### src/hw/isa_pkg.sv
`default_nettype none

package isa_pkg;

  typedef logic [31:0] word_t;
  typedef logic [3:0]  reg_idx_t;
  typedef logic [31:0] inst_word_t;
  typedef logic [15:0] imm_t;

  localparam int NUM_REGS = 16;

  // Field positions inside inst_word_t
  localparam int OPCODE_LSB = 28;
  localparam int RD_LSB     = 24;
  localparam int RS1_LSB    = 20;
  localparam int RS2_LSB    = 16;
  localparam int IMM_LSB    = 0;

  typedef enum logic [3:0] {
    OP_ADD = 4'd0,
    OP_SUB = 4'd1,
    OP_AND = 4'd2,
    OP_OR  = 4'd3,
    OP_XOR = 4'd4,
    OP_SHL = 4'd5,
    OP_LI  = 4'd6,
    OP_MUL = 4'd7
  } opcode_e;

endpackage

`default_nettype wire

### src/hw/uarch_pkg.sv
`default_nettype none

package uarch_pkg;

  // Execution unit selected at issue
  typedef enum logic {
    UNIT_ALU = 1'b0,
    UNIT_MUL = 1'b1
  } unit_e;

  typedef enum logic [1:0] {
    MUL_IDLE = 2'd0,
    MUL_BUSY = 2'd1,
    MUL_DONE = 2'd2
  } mul_state_e;

endpackage

`default_nettype wire

### src/hw/cmpl_if.sv
`default_nettype none
`timescale 1ns/1ps

interface cmpl_if #(
  parameter int ROB_IDX_W = 3
);
  import isa_pkg::*;

  logic                 req;
  logic [ROB_IDX_W-1:0] rob_idx;
  word_t                value;
  logic                 grant;

  // req, rob_idx and value stay stable until grant
  modport unit (
    output req,
    output rob_idx,
    output value,
    input  grant
  );

  modport arb (
    input  req,
    input  rob_idx,
    input  value,
    output grant
  );

endinterface

`default_nettype wire

### src/hw/alu_unit.sv
`default_nettype none
`timescale 1ns/1ps

module alu_unit #(
  parameter int ROB_IDX_W = 3
) (
  input  logic                 clock,
  input  logic                 rst,
  input  logic                 dispatch,
  input  isa_pkg::opcode_e     op,
  input  isa_pkg::word_t       op_a,
  input  isa_pkg::word_t       op_b,
  input  logic [ROB_IDX_W-1:0] rob_idx,
  output logic                 ready,
  cmpl_if.unit                 cmpl
);
  import isa_pkg::*;

  word_t                result;
  logic                 full_q;
  word_t                value_q;
  logic [ROB_IDX_W-1:0] idx_q;

  always_comb begin
    case (op)
      OP_SUB:  result = op_a - op_b;
      OP_AND:  result = op_a & op_b;
      OP_OR:   result = op_a | op_b;
      OP_XOR:  result = op_a ^ op_b;
      OP_SHL:  result = op_a << op_b[4:0];
      OP_LI:   result = op_b;
      default: result = op_a + op_b;
    endcase
  end

  always_ff @(posedge clock) begin
    if (rst) begin
      full_q <= 1'b0;
    end else if (dispatch) begin
      full_q <= 1'b1;
    end else if (cmpl.grant) begin
      full_q <= 1'b0;
    end
  end

  always_ff @(posedge clock) begin
    if (dispatch) begin
      value_q <= result;
      idx_q   <= rob_idx;
    end
  end

  // A granted result frees the slot in the same cycle
  assign ready = !full_q || cmpl.grant;

  assign cmpl.req     = full_q;
  assign cmpl.rob_idx = idx_q;
  assign cmpl.value   = value_q;

endmodule

`default_nettype wire

### src/hw/cmpl_arbiter.sv
`default_nettype none
`timescale 1ns/1ps

module cmpl_arbiter #(
  parameter int ROB_IDX_W = 3
) (
  cmpl_if.arb                  alu_cmpl,
  cmpl_if.arb                  mul_cmpl,
  output logic                 wr_valid,
  output logic [ROB_IDX_W-1:0] wr_idx,
  output isa_pkg::word_t       wr_value
);

  // Multiplier first, it holds its unit longer
  assign mul_cmpl.grant = mul_cmpl.req;
  assign alu_cmpl.grant = alu_cmpl.req && !mul_cmpl.req;

  assign wr_valid = mul_cmpl.req || alu_cmpl.req;

  always_comb begin
    if (mul_cmpl.req) begin
      wr_idx   = mul_cmpl.rob_idx;
      wr_value = mul_cmpl.value;
    end else begin
      wr_idx   = alu_cmpl.rob_idx;
      wr_value = alu_cmpl.value;
    end
  end

endmodule

`default_nettype wire

### src/hw/issue_stage.sv
`default_nettype none
`timescale 1ns/1ps

module issue_stage #(
  parameter int ROB_IDX_W = 3
) (
  input  logic                          clock,
  input  logic                          rst,
  input  logic                          in_valid,
  input  isa_pkg::inst_word_t           in_inst,
  output logic                          in_ready,
  output logic                          alu_dispatch,
  output logic                          mul_dispatch,
  output isa_pkg::opcode_e              op,
  output isa_pkg::word_t                op_a,
  output isa_pkg::word_t                op_b,
  output logic [ROB_IDX_W-1:0]          rob_idx,
  input  logic                          alu_ready,
  input  logic                          mul_ready,
  output logic                          alloc,
  output isa_pkg::reg_idx_t             alloc_rd,
  input  logic [ROB_IDX_W-1:0]          alloc_idx,
  input  logic                          rob_full,
  input  logic [isa_pkg::NUM_REGS-1:0]  pending_mask,
  input  logic                          retire_valid,
  input  isa_pkg::reg_idx_t             retire_rd,
  input  isa_pkg::word_t                retire_value
);
  import isa_pkg::*;
  import uarch_pkg::*;

  word_t    regs_q [NUM_REGS];
  logic [3:0] raw_op;
  opcode_e  dec_op;
  reg_idx_t rd;
  reg_idx_t rs1;
  reg_idx_t rs2;
  imm_t     imm;
  unit_e    unit_sel;
  logic     reads_rs;
  logic     hazard;
  logic     unit_ready;
  logic     accept;

  assign raw_op = in_inst[OPCODE_LSB +: 4];
  assign rd     = in_inst[RD_LSB +: $bits(reg_idx_t)];
  assign rs1    = in_inst[RS1_LSB +: $bits(reg_idx_t)];
  assign rs2    = in_inst[RS2_LSB +: $bits(reg_idx_t)];
  assign imm    = in_inst[IMM_LSB +: $bits(imm_t)];

  // Unknown codes decode as add
  always_comb begin
    case (raw_op)
      OP_SUB, OP_AND, OP_OR, OP_XOR, OP_SHL, OP_LI, OP_MUL: dec_op = opcode_e'(raw_op);
      default: dec_op = OP_ADD;
    endcase
  end

  assign unit_sel = (dec_op == OP_MUL) ? UNIT_MUL : UNIT_ALU;

  // Only OP_LI leaves both source fields unread
  assign reads_rs   = (dec_op != OP_LI);
  assign hazard     = reads_rs && (pending_mask[rs1] || pending_mask[rs2]);
  assign unit_ready = (unit_sel == UNIT_MUL) ? mul_ready : alu_ready;

  assign in_ready = !rob_full && !hazard && unit_ready;
  assign accept   = in_valid && in_ready;

  assign alu_dispatch = accept && (unit_sel == UNIT_ALU);
  assign mul_dispatch = accept && (unit_sel == UNIT_MUL);
  assign alloc        = accept;
  assign alloc_rd     = rd;
  assign rob_idx      = alloc_idx;

  assign op   = dec_op;
  assign op_a = regs_q[rs1];
  assign op_b = (dec_op == OP_LI) ? word_t'(imm) : regs_q[rs2];

  // Architectural state, written only at retirement
  always_ff @(posedge clock) begin
    if (rst) begin
      for (int i = 0; i < NUM_REGS; i++) begin
        regs_q[i] <= '0;
      end
    end else if (retire_valid) begin
      regs_q[retire_rd] <= retire_value;
    end
  end

endmodule

`default_nettype wire

### src/hw/mul_unit.sv
`default_nettype none
`timescale 1ns/1ps

module mul_unit #(
  parameter int ROB_IDX_W   = 3,
  parameter int MUL_LATENCY = 4
) (
  input  logic                 clock,
  input  logic                 rst,
  input  logic                 dispatch,
  input  isa_pkg::word_t       op_a,
  input  isa_pkg::word_t       op_b,
  input  logic [ROB_IDX_W-1:0] rob_idx,
  output logic                 ready,
  cmpl_if.unit                 cmpl
);
  import isa_pkg::*;
  import uarch_pkg::*;

  localparam int CNT_W = $clog2(MUL_LATENCY);
  // Busy for MUL_LATENCY-1 cycles, so req rises MUL_LATENCY cycles after dispatch
  localparam logic [CNT_W-1:0] LAST_CNT = CNT_W'(MUL_LATENCY - 2);

  mul_state_e           state_q;
  logic [CNT_W-1:0]     cnt_q;
  logic                 last_step;
  word_t                a_q;
  word_t                b_q;
  word_t                prod_q;
  logic [ROB_IDX_W-1:0] idx_q;

  assign last_step = (state_q == MUL_BUSY) && (cnt_q == LAST_CNT);

  always_ff @(posedge clock) begin
    if (rst) begin
      state_q <= MUL_IDLE;
      cnt_q   <= '0;
    end else begin
      case (state_q)
        MUL_IDLE: begin
          if (dispatch) begin
            state_q <= MUL_BUSY;
            cnt_q   <= '0;
          end
        end
        MUL_BUSY: begin
          if (last_step) begin
            state_q <= MUL_DONE;
          end else begin
            cnt_q <= cnt_q + 1'b1;
          end
        end
        MUL_DONE: begin
          if (cmpl.grant) begin
            state_q <= MUL_IDLE;
          end
        end
        default: state_q <= MUL_IDLE;
      endcase
    end
  end

  always_ff @(posedge clock) begin
    if (state_q == MUL_IDLE && dispatch) begin
      a_q   <= op_a;
      b_q   <= op_b;
      idx_q <= rob_idx;
    end
    // Low word of the product only
    if (last_step) begin
      prod_q <= a_q * b_q;
    end
  end

  assign ready        = (state_q == MUL_IDLE);
  assign cmpl.req     = (state_q == MUL_DONE);
  assign cmpl.rob_idx = idx_q;
  assign cmpl.value   = prod_q;

endmodule

`default_nettype wire

### src/hw/ooo_core.sv
`default_nettype none
`timescale 1ns/1ps

module ooo_core #(
  parameter int ROB_DEPTH   = 8,
  parameter int MUL_LATENCY = 4
) (
  input  logic                clock,
  input  logic                rst,
  input  logic                in_valid,
  input  isa_pkg::inst_word_t in_inst,
  output logic                in_ready,
  output logic                retire_valid,
  output isa_pkg::reg_idx_t   retire_rd,
  output isa_pkg::word_t      retire_value
);
  import isa_pkg::*;

  localparam int ROB_IDX_W = $clog2(ROB_DEPTH);

  // Dispatch
  logic                 alu_dispatch;
  logic                 mul_dispatch;
  opcode_e              op;
  word_t                op_a;
  word_t                op_b;
  logic [ROB_IDX_W-1:0] rob_idx;
  logic                 alu_ready;
  logic                 mul_ready;

  // ROB allocation and write port
  logic                 alloc;
  reg_idx_t             alloc_rd;
  logic [ROB_IDX_W-1:0] alloc_idx;
  logic                 rob_full;
  logic [NUM_REGS-1:0]  pending_mask;
  logic                 wr_valid;
  logic [ROB_IDX_W-1:0] wr_idx;
  word_t                wr_value;

  cmpl_if #(.ROB_IDX_W(ROB_IDX_W)) alu_cmpl ();
  cmpl_if #(.ROB_IDX_W(ROB_IDX_W)) mul_cmpl ();

  issue_stage #(
    .ROB_IDX_W(ROB_IDX_W)
  ) u_issue_stage (
    .clock        (clock),
    .rst          (rst),
    .in_valid     (in_valid),
    .in_inst      (in_inst),
    .in_ready     (in_ready),
    .alu_dispatch (alu_dispatch),
    .mul_dispatch (mul_dispatch),
    .op           (op),
    .op_a         (op_a),
    .op_b         (op_b),
    .rob_idx      (rob_idx),
    .alu_ready    (alu_ready),
    .mul_ready    (mul_ready),
    .alloc        (alloc),
    .alloc_rd     (alloc_rd),
    .alloc_idx    (alloc_idx),
    .rob_full     (rob_full),
    .pending_mask (pending_mask),
    .retire_valid (retire_valid),
    .retire_rd    (retire_rd),
    .retire_value (retire_value)
  );

  alu_unit #(
    .ROB_IDX_W(ROB_IDX_W)
  ) u_alu_unit (
    .clock    (clock),
    .rst      (rst),
    .dispatch (alu_dispatch),
    .op       (op),
    .op_a     (op_a),
    .op_b     (op_b),
    .rob_idx  (rob_idx),
    .ready    (alu_ready),
    .cmpl     (alu_cmpl)
  );

  mul_unit #(
    .ROB_IDX_W   (ROB_IDX_W),
    .MUL_LATENCY (MUL_LATENCY)
  ) u_mul_unit (
    .clock    (clock),
    .rst      (rst),
    .dispatch (mul_dispatch),
    .op_a     (op_a),
    .op_b     (op_b),
    .rob_idx  (rob_idx),
    .ready    (mul_ready),
    .cmpl     (mul_cmpl)
  );

  cmpl_arbiter #(
    .ROB_IDX_W(ROB_IDX_W)
  ) u_cmpl_arbiter (
    .alu_cmpl (alu_cmpl),
    .mul_cmpl (mul_cmpl),
    .wr_valid (wr_valid),
    .wr_idx   (wr_idx),
    .wr_value (wr_value)
  );

  reorder_buffer #(
    .ROB_DEPTH (ROB_DEPTH),
    .ROB_IDX_W (ROB_IDX_W)
  ) u_reorder_buffer (
    .clock        (clock),
    .rst          (rst),
    .alloc        (alloc),
    .alloc_rd     (alloc_rd),
    .alloc_idx    (alloc_idx),
    .rob_full     (rob_full),
    .pending_mask (pending_mask),
    .wr_valid     (wr_valid),
    .wr_idx       (wr_idx),
    .wr_value     (wr_value),
    .retire_valid (retire_valid),
    .retire_rd    (retire_rd),
    .retire_value (retire_value)
  );

endmodule

`default_nettype wire

### src/hw/reorder_buffer.sv
`default_nettype none
`timescale 1ns/1ps

module reorder_buffer #(
  parameter int ROB_DEPTH = 8,
  parameter int ROB_IDX_W = 3
) (
  input  logic                          clock,
  input  logic                          rst,
  input  logic                          alloc,
  input  isa_pkg::reg_idx_t             alloc_rd,
  output logic [ROB_IDX_W-1:0]          alloc_idx,
  output logic                          rob_full,
  output logic [isa_pkg::NUM_REGS-1:0]  pending_mask,
  input  logic                          wr_valid,
  input  logic [ROB_IDX_W-1:0]          wr_idx,
  input  isa_pkg::word_t                wr_value,
  output logic                          retire_valid,
  output isa_pkg::reg_idx_t             retire_rd,
  output isa_pkg::word_t                retire_value
);
  import isa_pkg::*;

  logic [ROB_DEPTH-1:0] valid_q;
  logic [ROB_DEPTH-1:0] done_q;
  reg_idx_t             rd_q    [ROB_DEPTH];
  word_t                value_q [ROB_DEPTH];
  logic [ROB_IDX_W-1:0] head_q;
  logic [ROB_IDX_W-1:0] tail_q;

  // Entries stay contiguous, so a live tail slot means no room left
  assign rob_full  = valid_q[tail_q];
  assign alloc_idx = tail_q;

  assign retire_valid = valid_q[head_q] && done_q[head_q];
  assign retire_rd    = rd_q[head_q];
  assign retire_value = value_q[head_q];

  always_comb begin
    pending_mask = '0;
    for (int i = 0; i < ROB_DEPTH; i++) begin
      if (valid_q[i]) begin
        pending_mask[rd_q[i]] = 1'b1;
      end
    end
  end

  always_ff @(posedge clock) begin
    if (rst) begin
      valid_q <= '0;
      done_q  <= '0;
      head_q  <= '0;
      tail_q  <= '0;
    end else begin
      if (retire_valid) begin
        valid_q[head_q] <= 1'b0;
        head_q          <= head_q + 1'b1;
      end
      if (alloc) begin
        valid_q[tail_q] <= 1'b1;
        done_q[tail_q]  <= 1'b0;
        tail_q          <= tail_q + 1'b1;
      end
      if (wr_valid) begin
        done_q[wr_idx] <= 1'b1;
      end
    end
  end

  // Entry payload
  always_ff @(posedge clock) begin
    if (alloc) begin
      rd_q[tail_q] <= alloc_rd;
    end
    if (wr_valid) begin
      value_q[wr_idx] <= wr_value;
    end
  end

endmodule

`default_nettype wire

### config.mk
export PLATFORM = sky130hd
export DESIGN_NAME = ooo_core
export DESIGN_NICKNAME = d
export VERILOG_FILES = /design/src/hw/isa_pkg.sv /design/src/hw/uarch_pkg.sv /design/src/hw/cmpl_if.sv /design/src/hw/alu_unit.sv /design/src/hw/cmpl_arbiter.sv /design/src/hw/issue_stage.sv /design/src/hw/mul_unit.sv /design/src/hw/ooo_core.sv /design/src/hw/reorder_buffer.sv
export SDC_FILE = /design/constraint.sdc
export NUM_CORES = 2
export LEC_CHECK = 0
export BUFFER_PORTS_ARGS = -buffer_cell sky130_fd_sc_hd__buf_2
export CORE_ASPECT_RATIO = 1.25
export CORE_MARGIN = 3
export CORE_UTILIZATION = 33
export CTS_BUF_LIST = sky130_fd_sc_hd__clkbuf_4 sky130_fd_sc_hd__clkbuf_8
export DETAILED_ROUTE_END_ITERATION = 6
export HOLD_SLACK_MARGIN = 0.03
export SLEW_MARGIN = 10
export SYNTH_ARGS = -nofsm -noshare
export SYNTH_HDL_FRONTEND = slang
export SYNTH_SLANG_ARGS = --single-unit
### constraint.sdc
create_clock -name clock -period 9 [get_ports clock]
set_input_delay 0.9 -clock clock [delete_from_list [all_inputs] [get_ports clock]]
set_output_delay 0.9 -clock clock [all_outputs]
set_load 0.005 [all_outputs]
Yosys cells after proc, flatten, opt, wreduce, memory -nomap -nowiden
Memory sizes are Yosys's and may differ from the RTL's. A register that Yosys moved wholly into a read port is not among the register bits.
Index checks and enable logic that the tools add are counted.
{ "word_totals": {"ff_bits": 161, "latch_bits": 0, "mem_bits_rw": 800, "mem_bits_ro": 0, "out_inout_bits": 38, "mem_count": 3} }
{ "op_classes": {"add_sub_neg": 5, "mul": 1, "div_mod_pow": 0, "n_lt_le_gt_ge": 24, "eq_ne": 21, "shift": 1, "mux": 77, "bitwise": 17, "reduce_logical": 35} }
{ "memory_table": {"columns": ["memory", "depth", "width", "rd", "rd_clocked_by_memory_dff", "wr", "line_no", "rtl"], "rows": [
  ["u_issue_stage.regs_q", 16, 32, 2, 0, 16, "issue_stage.sv:32", "word_t regs_q [NUM_REGS];"],
  ["u_reorder_buffer.value_q", 8, 32, 1, 1, 1, "reorder_buffer.sv:27", "word_t value_q [ROB_DEPTH];"],
  ["u_reorder_buffer.rd_q", 8, 4, 9, 1, 1, "reorder_buffer.sv:26", "reg_idx_t rd_q [ROB_DEPTH];"]
]} }
{ "op_table": {"columns": ["operator", "n"], "rows": [
  ["one-hot mux 32 bit (6 select lines)", 1],
  ["2-to-1 mux 16 bit", 8],
  ["OR 16 bit", 7],
  ["2-to-1 mux 32 bit", 3],
  ["< comparator 4 x 5 -> 1 bit, second input constant", 10],
  ["2-to-1 mux 8 bit", 6],
  ["adder 32 bit", 1],
  ["bitwise AND 32 bit", 1],
  ["demux 1 bit (select 4 bit)", 8],
  ["equality test 4 x 3 -> 1 bit, second input constant", 8],
  [">= comparator 4 x 1 -> 1 bit, second input constant", 8],
  ["multiplier 32 x 32 -> 32 bit", 1],
  ["OR 32 bit", 1],
  ["OR reduction 32 bit", 1],
  ["<< shifter 32 x 5 -> 32 bit", 1],
  ["subtractor 32 bit", 1],
  ["bitwise XOR 32 bit", 1],
  ["2-to-1 mux 1 bit", 30],
  ["logical AND 1 bit", 21],
  ["bitwise AND 8 bit", 2],
  ["equality test 4 x 2 -> 1 bit, second input constant", 4],
  ["NOT 8 bit", 2],
  ["OR 8 bit", 2],
  ["2-to-1 mux 3 bit", 5],
  ["other kinds (24)", 48]
]} }

Longest topological paths before layout
{ "depth": {"ltp_word": 31, "depth_mapped": 28} }

By module
From an unflattened synthesis, not the netlist that was laid out.
{ "unflattened": {"hier_cells": 5225, "area_unflattened_um2": 67531.0} }
{ "modules_own_cells": {"columns": ["mod", "n_inst", "cells_per_inst", "area_per_inst_um2"], "rows": [
  ["issue_stage", 1, 1616, 27331.2],
  ["mul_unit", 1, 1874, 18933.2],
  ["reorder_buffer", 1, 768, 13187.6],
  ["alu_unit", 1, 925, 7488.4],
  ["cmpl_arbiter", 1, 42, 590.6]
]} }

Worst setup path before layout
No wires, ideal clock.
{ "synth_path": {"path_type": "flip-flop to flip-flop", "from": "register u_mul_unit.b_q[2]", "to": "register u_mul_unit.prod_q[31] (netlist: u_mul_unit.cmpl.value[31]) (data pin)", "setup_time_ns": 0.260, "arrival_ns": 7.077, "path_slack_ns": 1.663, "path_stages_with_launch": 26, "n_path_buf": 2, "period_less_slack_ns": 7.337, "cell_sequence": "edfxtp_1 > clkbuf_1 > clkbuf_1 > and2_1 > fa_1 > inv_1 > fa_1 > fa_1 > fa_1 > inv_1 > fa_1 > inv_1 > fa_1 > inv_1 > fa_1 > fa_1 > ha_1 > a21o_1 > a21oi_1 > nor3b_1 > o21a_1 > o31ai_1 > or4b_2 > a31o_2 > a21oi_1 > xnor2_1"} }
{ "synth_via": {"elab_chain_len": 1} }
{ "synth_rtl": {"columns": ["element", "line_no", "rtl"], "rows": [
  ["from (decl)", "mul_unit.sv:28", "word_t b_q;"],
  ["from (signal assigned)", "mul_unit.sv:66", "b_q <= op_b;"],
  ["multiplier 32 x 32 -> 32 bit", "mul_unit.sv:71", "prod_q <= a_q * b_q;"],
  ["to (signal assigned)", "mul_unit.sv:71", null],
  ["to (decl)", "mul_unit.sv:29", "word_t prod_q;"]
]} }
No other way between the ends.
A chain may end at the register's enable or synchronous reset.

Worst setup path after layout
{ "layout_path": {"from": "register u_mul_unit.a_q[5]", "to": "register u_mul_unit.prod_q[31] (netlist: u_mul_unit.cmpl.value[31]) (data pin)"} }
{ "layout_via": {"elab_chain_len": 1} }
{ "layout_rtl": {"columns": ["element", "line_no", "rtl"], "rows": [
  ["from (decl)", "mul_unit.sv:27", "word_t a_q;"],
  ["from (signal assigned)", "mul_unit.sv:65", "a_q <= op_a;"],
  ["multiplier 32 x 32 -> 32 bit", "mul_unit.sv:71", null]
]} }
No other way between the ends.

==> run metrics <==
Critical Path Fanout Max 22; GR Overflow Total 0; DRC 6; main flop type after synthesis edfxtp_1; WL/cell about 27 µm; final hold vios 0; CP top delay family adder cells; DRT antenna net count 0; clk_lat worst skew 0.90 ns; CTS Buf Count between 150 and 200; synthesis-to-finish area growth 10.55%; Internal Pwr Total between 10000 and 15000 µW; synthesized cell area 64790 µm²; Slew Viols, Final 0; top-area cell type share of the netlist area 43.29%; crit-path most repeated cell fa_1; RePlAce Congestion between 0.9 and 1; Hold Crit Class in2reg; EDFF count, synth around 930; pre-CTS WS 0.8691 ns; DP Wirelength 148500 µm; final setup vio count 0; Area contributors post-synth edfxtp_1 43%, mux4_2 13%, fa_1 13%; global-route wire length before repair between 300000 and 400000 µm; failing checks design-rule violations; Initial DRC Count about 4800; CP Buf/Inv Count 3; Worst Max-Slew Pin Slew approximately 1.2 ns; period utilisation layout roughly nine tenths; total track usage a little over a fifth; total die area 201700 µm²; P_leak around 0.028 µW; Worst Path Arrival 8.65 ns; hold-fix buffers at CTS 0; critical path class reg2reg; Setup Skew around 0.055 ns; CTS tree yes; Yosys top cell by area edfxtp_1; combinational power share between 50% and 60%; core box area just under 200000 µm²; Post CTS Setup Buffer Count 0; Clock power frac 19.4%; clk slew on worst S/H paths about 0.060 ns; fin crit period 8.051 ns; routed vias between 40000 and 50000; post-route setup TNS 0 ns; Cells after Synth approximately 5200; Filler cells 18720; sequential share of the synthesized area between 40% and 50%; top-count cell post-synth edfxtp_1; I/O Buffers 72; H-tree Lvls 4; initial antenna violation count 7; CTS resizes 0; Worst EP required roughly 9.6 ns; pwr/cell area 271.4 nW/µm²; final WL 214200 µm; top post-synthesis cells by count 934 x edfxtp_1, 677 x nor2_1, 508 x inv_1; setup ws final between 0.9 and 1 ns; crit-path cells nand2_1 -> fa_1 -> inv_1 -> fa_1 -> fa_1 -> inv_1 -> fa_1 -> inv_1 -> fa_1 -> ha_1 -> fa_1 -> fa_1 -> ha_1 -> a21o_1 -> a21o_1 -> a21o_1 -> a21oi_1 -> nor3b_1 -> o21a_1 -> o31ai_1 -> or4b_2 -> a31o_2 -> a21oi_1 -> xnor2_1; status complete, but fails checks; sequential share of power between 30% and 40%; total power slightly below 20000 µW; post-synth cell types 86; Core Util, Final roughly 37%; syn nets around 5900; Clock Sinks between 900 and 1000; Switching Power about 7900 µW; Max Clock Freq around 120 MHz; Root Buffer clkbuf_8; MaxCap Viol Count 0; Mean Syn Cell Area approximately 12 µm²; Starting Density roughly 33%; die height roughly 500 µm; vias in the first global route around 46000; DRT Pass-1 Iters 7; Max rail drop VDD ~0.00048 V; warnings from Yosys 0; IO Pins 73; Async SR Flop Fraction 0%; Slowest cell on crit path edfxtp_1; relative slew slack roughly 18%; final net count just under 6000; flops & latches, synth approximately 960; Largest stage delay, worst path 1.09 ns; share of layout cells above drive strength 1 a little under a fifth; die width about 400 µm; switch share between 40 and 50%; crit start category register; RSZ-0062 raised after global routing no; R2R Setup Slk roughly 0.95 ns; Rows approximately 180; pin count of the biggest net entering global routing 70; Via density between 5 and 6; Worst setup EP type register; CTS max path bufs 3
==> power groups by stage <==
stage          Sequential [µW]  Clock (µW)  Combinational, µW
3_5_place_dp              5990           0               9770
5_1_grt                   5930        4030              10700
3_3_place_gp              5980           0               9820
2_1_floorplan             5880           0               6280
6_report                  5900        3770               9760
4_1_cts                   5900        3840               9880
==> kinds of logic (layout without fill, tap and decap cells) <==
group | after synthesis | in the layout | synth area share [%]
AO/OA/AOI/OAI | 459 | 459 | 4.841
adder cells (fa/ha/maj) | 632 | 632 | 16.94
multiplexers | 516 | 516 | 15.20
flip-flops | 964 | 964 | 44.21
buffers and inverters | 834 | 1014 | 5.017
other | 0 | 5 | 0
XOR/XNOR | 145 | 145 | 1.960
AND/OR/NAND/NOR | 1675 | 1675 | 11.83
==> stage by stage <==
step	cell area (µm²)	hold WS, ns	instances
floorplan	64790	0.4237	5225
global placement	68620	0.4700	7697
detailed placement	68620	0.4689	7697
CTS	71620	0.2451	7967
global route	71620	0.2877	7968
finish	71630	0.3269	7972
==> worst paths after layout <==
kind	depth (start not counted)	endpoint	startpoint
setup / recovery	24	u_mul_unit.cmpl.value[31]$_DFFE_PP_	u_mul_unit.a_q[5]$_DFFE_PP_
hold / removal	1	u_reorder_buffer.rd_q[7][2]$_DFFE_PP_	in_inst[26]
setup reg to reg	24	u_mul_unit.cmpl.value[31]$_DFFE_PP_	u_mul_unit.a_q[5]$_DFFE_PP_
hold reg to reg	2	u_reorder_buffer.done_q[4]$_SDFF_PP0_	u_reorder_buffer.done_q[4]$_SDFF_PP0_
==> layer usage <==
| metal | vias up | global-route usage, % | part of all wire (%) |
|---|---|---|---|
| li1 | 18550 | - | - |
| met1 | 22890 | 25.50 | 37 |
| met2 | 2180 | 36.00 | 50 |
| met3 | 482 | 4.236 | 8.1 |
| met4 | 10 | 10.37 | 5.3 |
| met5 | - | 0 | 0.034 |
==> sequential cells by signal, summed over array words and instances, names as in the netlist, 8 cells and up, named ones only <==
signal and count:
u_alu_unit.cmpl.value 32, u_mul_unit.b_q 32, u_mul_unit.a_q 32, u_reorder_buffer.value_q 256
u_mul_unit.cmpl.value 32, u_issue_stage.regs_q 512, u_reorder_buffer.rd_q 32, u_reorder_buffer.valid_q 8
u_reorder_buffer.done_q 8
==> cell type report <==
cell class	instances	area, µm²	share of cell area [%]
clock inverter	63	476.7	0.6655
inverter	512	1922	2.683
clock buffer	207	2524	3.523
timing repair buffer	232	1603	2.238
antenna	5	12.51	0.01747
tap	2562	3206	4.475
sequential	964	28660	40.01
multi-input combinational	3427	33230	46.39
==> placed cells by master (no fill, tap or decap), types with 19 or more instances in the layout <==
| cell | synthesis | final |
|---|---|---|
| nand3b_1 | 19 | 19 |
| ha_1 | 223 | 223 |
| a21o_1 | 20 | 20 |
| clkbuf_8 | 0 | 155 |
| edfxtp_1 | 934 | 934 |
| a221oi_1 | 22 | 22 |
| mux2i_1 | 121 | 89 |
| fa_1 | 409 | 409 |
| xor2_1 | 30 | 30 |
| a21oi_1 | 92 | 92 |
| o21ai_0 | 79 | 78 |
| nor2_1 | 677 | 672 |
| clkinv_1 | 2 | 36 |
| mux4_2 | 372 | 372 |
| nor3_1 | 24 | 22 |
| dfxtp_1 | 30 | 27 |
| xnor2_1 | 115 | 115 |
| nand2_1 | 467 | 451 |
| mux2_2 | 23 | 23 |
| clkbuf_4 | 0 | 52 |
| buf_2 | 42 | 68 |
| inv_1 | 508 | 505 |
| mux2i_2 | 0 | 32 |
| buf_4 | 4 | 160 |
| o211ai_1 | 22 | 22 |
| nand2b_1 | 56 | 40 |
| o22ai_1 | 60 | 60 |
| nand3_1 | 35 | 35 |
| and2_1 | 310 | 309 |
Power figures use the tool's default switching activity.
